### src/pipe_pkg.sv
package pipe_pkg;

    // Datapath width for data words and byte addresses
    localparam int XLEN = 32;

    // Register-file index width
    localparam int REG_ADDR_W = 5;

    // Width of the memory opcode field
    localparam int MEM_OP_W = 2;

    // Memory operation carried from execute into the memory stage.
    // All accesses are full 32-bit words.
    typedef enum logic [MEM_OP_W-1:0] {
        MEM_NONE  = 2'd0,   // ALU result only
        MEM_LOAD  = 2'd1,   // Word load
        MEM_STORE = 2'd2    // Word store
    } mem_op_e;

    // Byte offset bits below the word index
    localparam int WORD_OFS_W = 2;

endpackage
### src/mem_stage.sv
`timescale 1ns/100ps

module mem_stage
    import pipe_pkg::*;
#(
    parameter int RAM_AW = 8
)
(
    input  logic                  clk,
    input  logic                  rst,
    input  logic                  in_valid,
    input  mem_op_e               in_op,
    input  logic [XLEN-1:0]       in_addr,
    input  logic [XLEN-1:0]       in_wdata,
    input  logic                  in_mem_to_reg,
    input  logic                  in_reg_write,
    input  logic [REG_ADDR_W-1:0] in_rd,
    input  logic [XLEN-1:0]       ram_rdata,
    input  logic                  align_check,
    output logic [RAM_AW-1:0]     ram_addr,
    output logic                  ram_we,
    output logic                  ram_re,
    output logic [XLEN-1:0]       ram_wdata,
    output logic                  wb_valid,
    output logic                  wb_reg_write,
    output logic [REG_ADDR_W-1:0] wb_rd,
    output logic [XLEN-1:0]       wb_data,
    output logic                  load_event,
    output logic                  store_event,
    output logic                  fault_event,
    output logic [XLEN-1:0]       fault_addr
);

    logic                  in_mem_op;
    logic                  in_fault;
    logic                  s1_valid;
    logic                  s1_load;
    logic                  s1_store;
    logic                  s1_fault;
    logic                  s1_reg_write;
    logic                  s1_sel_ram;
    logic [XLEN-1:0]       s1_addr;
    logic [XLEN-1:0]       s1_wdata;
    logic [REG_ADDR_W-1:0] s1_rd;
    logic                  wb_sel_ram;
    logic [XLEN-1:0]       wb_alu;

    assign in_mem_op = (in_op == MEM_LOAD) || (in_op == MEM_STORE);
    assign in_fault  = align_check && in_mem_op && (|in_addr[WORD_OFS_W-1:0]);  // Misaligned word

    // Address register, control part
    always_ff @(posedge clk or posedge rst)
    begin
        if (rst)
        begin
            s1_valid     <= 1'b0;
            s1_load      <= 1'b0;
            s1_store     <= 1'b0;
            s1_fault     <= 1'b0;
            s1_reg_write <= 1'b0;
            s1_sel_ram   <= 1'b0;
        end
        else
        begin
            s1_valid     <= in_valid;
            s1_load      <= in_valid && (in_op == MEM_LOAD) && !in_fault;
            s1_store     <= in_valid && (in_op == MEM_STORE) && !in_fault;
            s1_fault     <= in_valid && in_fault;
            s1_reg_write <= in_valid && in_reg_write && !in_fault;  // Fault kills the write
            s1_sel_ram   <= in_valid && in_mem_to_reg && (in_op == MEM_LOAD) && !in_fault;
        end
    end

    // Address register, payload part
    always_ff @(posedge clk)
    begin
        if (in_valid)
        begin
            s1_addr  <= in_addr;
            s1_wdata <= in_wdata;
            s1_rd    <= in_rd;
        end
    end

    // RAM request straight from the address register
    assign ram_addr  = s1_addr[RAM_AW+WORD_OFS_W-1:WORD_OFS_W];  // Upper bits wrap
    assign ram_we    = s1_store;
    assign ram_re    = s1_load;
    assign ram_wdata = s1_wdata;

    assign load_event  = s1_load;
    assign store_event = s1_store;
    assign fault_event = s1_fault;
    assign fault_addr  = s1_addr;

    // Writeback register
    always_ff @(posedge clk or posedge rst)
    begin
        if (rst)
        begin
            wb_valid     <= 1'b0;
            wb_reg_write <= 1'b0;
            wb_sel_ram   <= 1'b0;
        end
        else
        begin
            wb_valid     <= s1_valid;
            wb_reg_write <= s1_reg_write;
            wb_sel_ram   <= s1_sel_ram;
        end
    end

    always_ff @(posedge clk)
    begin
        if (s1_valid)
        begin
            wb_alu <= s1_addr;
            wb_rd  <= s1_rd;
        end
    end

    // RAM word arrives in the same cycle as the writeback register
    assign wb_data = wb_sel_ram ? ram_rdata : wb_alu;

endmodule

### config.mk
export PLATFORM = sky130hd
export DESIGN_NAME = mem_stage
export DESIGN_NICKNAME = d
export VERILOG_FILES = /design/src/pipe_pkg.sv /design/src/mem_stage.sv
export SDC_FILE = /design/constraint.sdc
export NUM_CORES = 1
export LEC_CHECK = 0
export BUFFER_PORTS_ARGS = -buffer_cell sky130_fd_sc_hd__buf_2
export CAP_MARGIN = 10
export CORE_ASPECT_RATIO = 1.75
export CORE_MARGIN = 8
export CORE_UTILIZATION = 39
export CTS_BUF_LIST = sky130_fd_sc_hd__clkbuf_2 sky130_fd_sc_hd__clkbuf_4 sky130_fd_sc_hd__clkbuf_8
export DETAILED_ROUTE_END_ITERATION = 10
export PLACE_DENSITY = 0.71
export SKIP_LAST_GASP = 1
export SLEW_MARGIN = 20
export SYNTH_ARGS = -nofsm -noshare
export SYNTH_HDL_FRONTEND = slang
export SYNTH_SLANG_ARGS = --single-unit
### constraint.sdc
create_clock -name clk -period 1.82 [get_ports clk]
set_input_delay 0.182 -clock clk [delete_from_list [all_inputs] [get_ports clk]]
set_output_delay 0.182 -clock clk [all_outputs]
set_load 0.03 [all_outputs]
==> summary.json <==
{
  "status": {"value": "finished, final reports clean"},
  "timing_worst_slew_pin_value": {"value": 0.332, "unit": "ns"},
  "synth-seq-area-share": {"value": 0.827},
  "reg2reg_setup_slack": {"value": 0.73, "unit": "ns"},
  "dieHeight": {"value": 152, "unit": "um"},
  "largest_net_degree_at_the_start_of_global_routing": {"value": 46},
  "antenna_found_initial": {"value": 1},
  "worstPathRequired": {"value": 1.64, "unit": "ns"},
  "drt-vias-per-instance": {"value": 4.45},
  "critical_path.slowest_cell": {"value": "dfrtp_2"},
  "path_max_fanout": {"value": 16},
  "crit_chain": {"value": "clkbuf_16 -> mux2_4 -> buf_2"},
  "cts_bufs_inserted": {"value": 17},
  "layout_commonest_cell": {"value": "buf_2"},
  "drt_pre_antenna_iters": {"value": 4},
  "area_growth": {"value": 58.1, "unit": "%"},
  "yosysWarnings": {"value": 0},
  "internal_power": {"value": 5.07, "unit": "mW"},
  "final_net_count": {"value": 594},
  "power.net_switching": {"value": 1.83, "unit": "mW"},
  "cts_tree": {"value": "yes"},
  "crit_buf_inv": {"value": 2},
  "report.final.slew_viol_count": {"value": 0},
  "io_port_bufs": {"value": 224},
  "drc": {"value": 0},
  "switching_share": {"value": 0.265},
  "rsz0062_at_grt": {"value": "true"},
  "combPwrFrac": {"value": 0.164},
  "critical-path-top-delay-family": {"value": "flip-flops"},
  "power_frac_seq": {"value": 0.466},
  "die-area": {"value": 14200, "unit": "um2"},
  "first_iter_violations": {"value": 125},
  "io-pin-count": {"value": 225},
  "wl": {"value": 11.6, "unit": "mm"},
  "timing.final.crit_period": {"value": 1.74, "unit": "ns"},
  "timing.slew.headroom": {"value": 0.778},
  "maxClockFrequency": {"value": 0.576, "unit": "GHz"},
  "grt_usage": {"value": 0.165},
  "final_min_period_over_clock_period": {"value": 0.954},
  "start_util": {"value": 0.400},
  "final_cell_count_no_fill": {"value": 624},
  "synth_cells": {"value": 177},
  "clk_root_buffer_cell": {"value": "clkbuf_8"},
  "cts_buffer_depth": {"value": 2},
  "finalWeightedCongestion": {"value": 0.796},
  "syn_nets": {"value": 288},
  "cts-htree-levels": {"value": 4},
  "setup_tns": {"value": 0, "unit": "ns"},
  "setup_slack": {"value": 0.0838, "unit": "ns"},
  "synth_cell_type_count": {"value": 15},
  "hold_violations": {"value": 0},
  "final_layout_size_suffix_gt1_frac": {"value": 0.595},
  "maxCapViolations": {"value": 0},
  "die_w": {"value": 93.7, "unit": "um"},
  "dp_slack": {"value": 0.483, "unit": "ns"},
  "clock_insertion_delay_worst_skew": {"value": 0.42, "unit": "ns"},
  "synth.avg_cell_area": {"value": 23.3, "unit": "um2"},
  "setup_violation_total_in_the_final_timing_report": {"value": 0},
  "power_frac_clock": {"value": 0.371},
  "grt_pass1_vias": {"value": 3198},
  "placed_cells": {"value": 518},
  "floorplan.rows": {"value": 49},
  "min-delay-path-class": {"value": "input port to register"},
  "total_leakage_power": {"value": 2.86, "unit": "nW"},
  "final_core_util": {"value": 0.632},
  "ant_nets": {"value": 0},
  "global_route_wire_length_before_repair": {"value": 17.4, "unit": "mm"},
  "power-per-cell-area": {"value": 1060, "unit": "nW/um2"},
  "wp_data_arrival": {"value": 1.55, "unit": "ns"},
  "vias": {"value": 2776},
  "number_of_synthesized_register_bits": {"value": 115},
  "clock-sinks": {"value": 115},
  "cp-start-kind": {"value": "register"},
  "timing.setup.critical_path_class": {"value": "register to output pin"},
  "grt_overflow": {"value": 0},
  "timing.clock.skew": {"value": 0.00767, "unit": "ns"},
  "dpl.hpwl": {"value": 8.34, "unit": "mm"},
  "fp.coreArea": {"value": 10300, "unit": "um2"},
  "synth_area": {"value": 4120, "unit": "um2"},
  "wire_per_inst": {"value": 18.6, "unit": "um"},
  "most-common-layout-cells": {"value": "buf_2 (223), edfxtp_1 (106), dlygate4sd3_1 (72), mux2_4 (30), clkbuf_8 (17)"},
  "setup.worst_path.end_class": {"value": "output pin"},
  "slowest_delay": {"value": 0.44, "unit": "ns"},
  "power.ir.vdd_worst": {"value": 0.669, "unit": "mV"},
  "clkSlewWorstSetupHoldPaths": {"value": 0.07, "unit": "ns"}
}
## power groups by stage
| stage | sequential (mW) | combinational (mW) | clock [mW] |
|---|---|---|---|
| 4_1_cts | 3.21 | 1.13 | 2.63 |
| 6_report | 3.21 | 1.13 | 2.56 |
| 3_5_place_dp | 3.27 | 1.01 | 0 |
| 3_3_place_gp | 3.26 | 0.996 | 0 |
| 5_1_grt | 3.23 | 1.19 | 2.76 |
| 2_1_floorplan | 3.53 | 0.354 | 0 |
## metal layers
| metal | routed length (um) | up-vias | global-route usage |
|---|---|---|---|
| li1 | - | 1288 | - |
| met1 | 3880 | 1338 | 0.149 |
| met2 | 6480 | 128 | 0.293 |
| met3 | 878 | 22 | 0.0730 |
| met4 | 342 | 0 | 0.0875 |
| met5 | 0 | - | 0 |
## what timing repair did
item | 4_1_cts | 5_1_grt
hold endpoints to repair | 80 | 0
hold buffers | 72 | 0
setup buffers | 0 | 0
resized for setup | 0 | 0
endpoints found under the setup margin | 0 | 10
## cells by family after synthesis
| family | synth area share |
|---|---|
| compound gates | 0.00486 |
| flops | 0.827 |
| buf+inv | 0.0383 |
| mux | 0.115 |
| simple gates | 0.00851 |
| fa+ha+maj | 0.00607 |
## synth_stat cells, drive strengths merged
master / n / area [um2]
dfrtp: 9 / 225
ha: 2 / 25.0
mux2: 32 / 473
nand3: 1 / 5.00
and3: 1 / 6.26
buf: 14 / 146
inv: 3 / 11.3
or2: 1 / 6.26
a21oi: 4 / 20.0
nor2b: 1 / 6.26
edfxtp: 106 / 3180
nand2: 3 / 11.3
## flip-flops by register name, indices dropped and copies added (netlist names)
name	cells
fault_addr	32
ram_wdata	32
wb_alu	32
s1_rd	5
wb_rd	5
fault_event	1
load_event	1
ram_we	1
s1_reg_write	1
s1_sel_ram	1
s1_valid	1
wb_reg_write	1
wb_sel_ram	1
wb_valid	1
## final timing paths
path                             from    endpoint  cells after the start
min in group asynchronous         rst      ram_we                      3
hold reg to reg            s1_sel_ram  wb_sel_ram                      0
setup / recovery           wb_sel_ram  wb_data[3]                      3
hold / removal               in_valid  load_event                      3
setup reg to reg             s1_valid  wb_alu[13]                      1
max in group asynchronous         rst  wb_sel_ram                      3
## stage by stage
step | instance area, um2 | hold slack (ns) | total power [mW]
3_3_place_gp | 5330 | 0.147 | 4.25
5_1_grt | 6510 | 0.0292 | 7.17
2_1_floorplan | 4120 | 0.00992 | 3.88
6_report | 6510 | 0.0656 | 6.90
4_1_cts | 6480 | 0.0290 | 6.98
3_5_place_dp | 5330 | 0.158 | 4.28
## layout make-up
type / count / area (um2)
antenna: 1 / 2.50
clock inverter: 15 / 205
multi-input combinational: 45 / 553
inverter: 3 / 11.3
clock buffer: 17 / 234
sequential: 115 / 3410
fill: 751 / 3790
tap: 127 / 159
timing repair buffer: 301 / 1940
No activity file was read; power rests on OpenSTA's default activity.
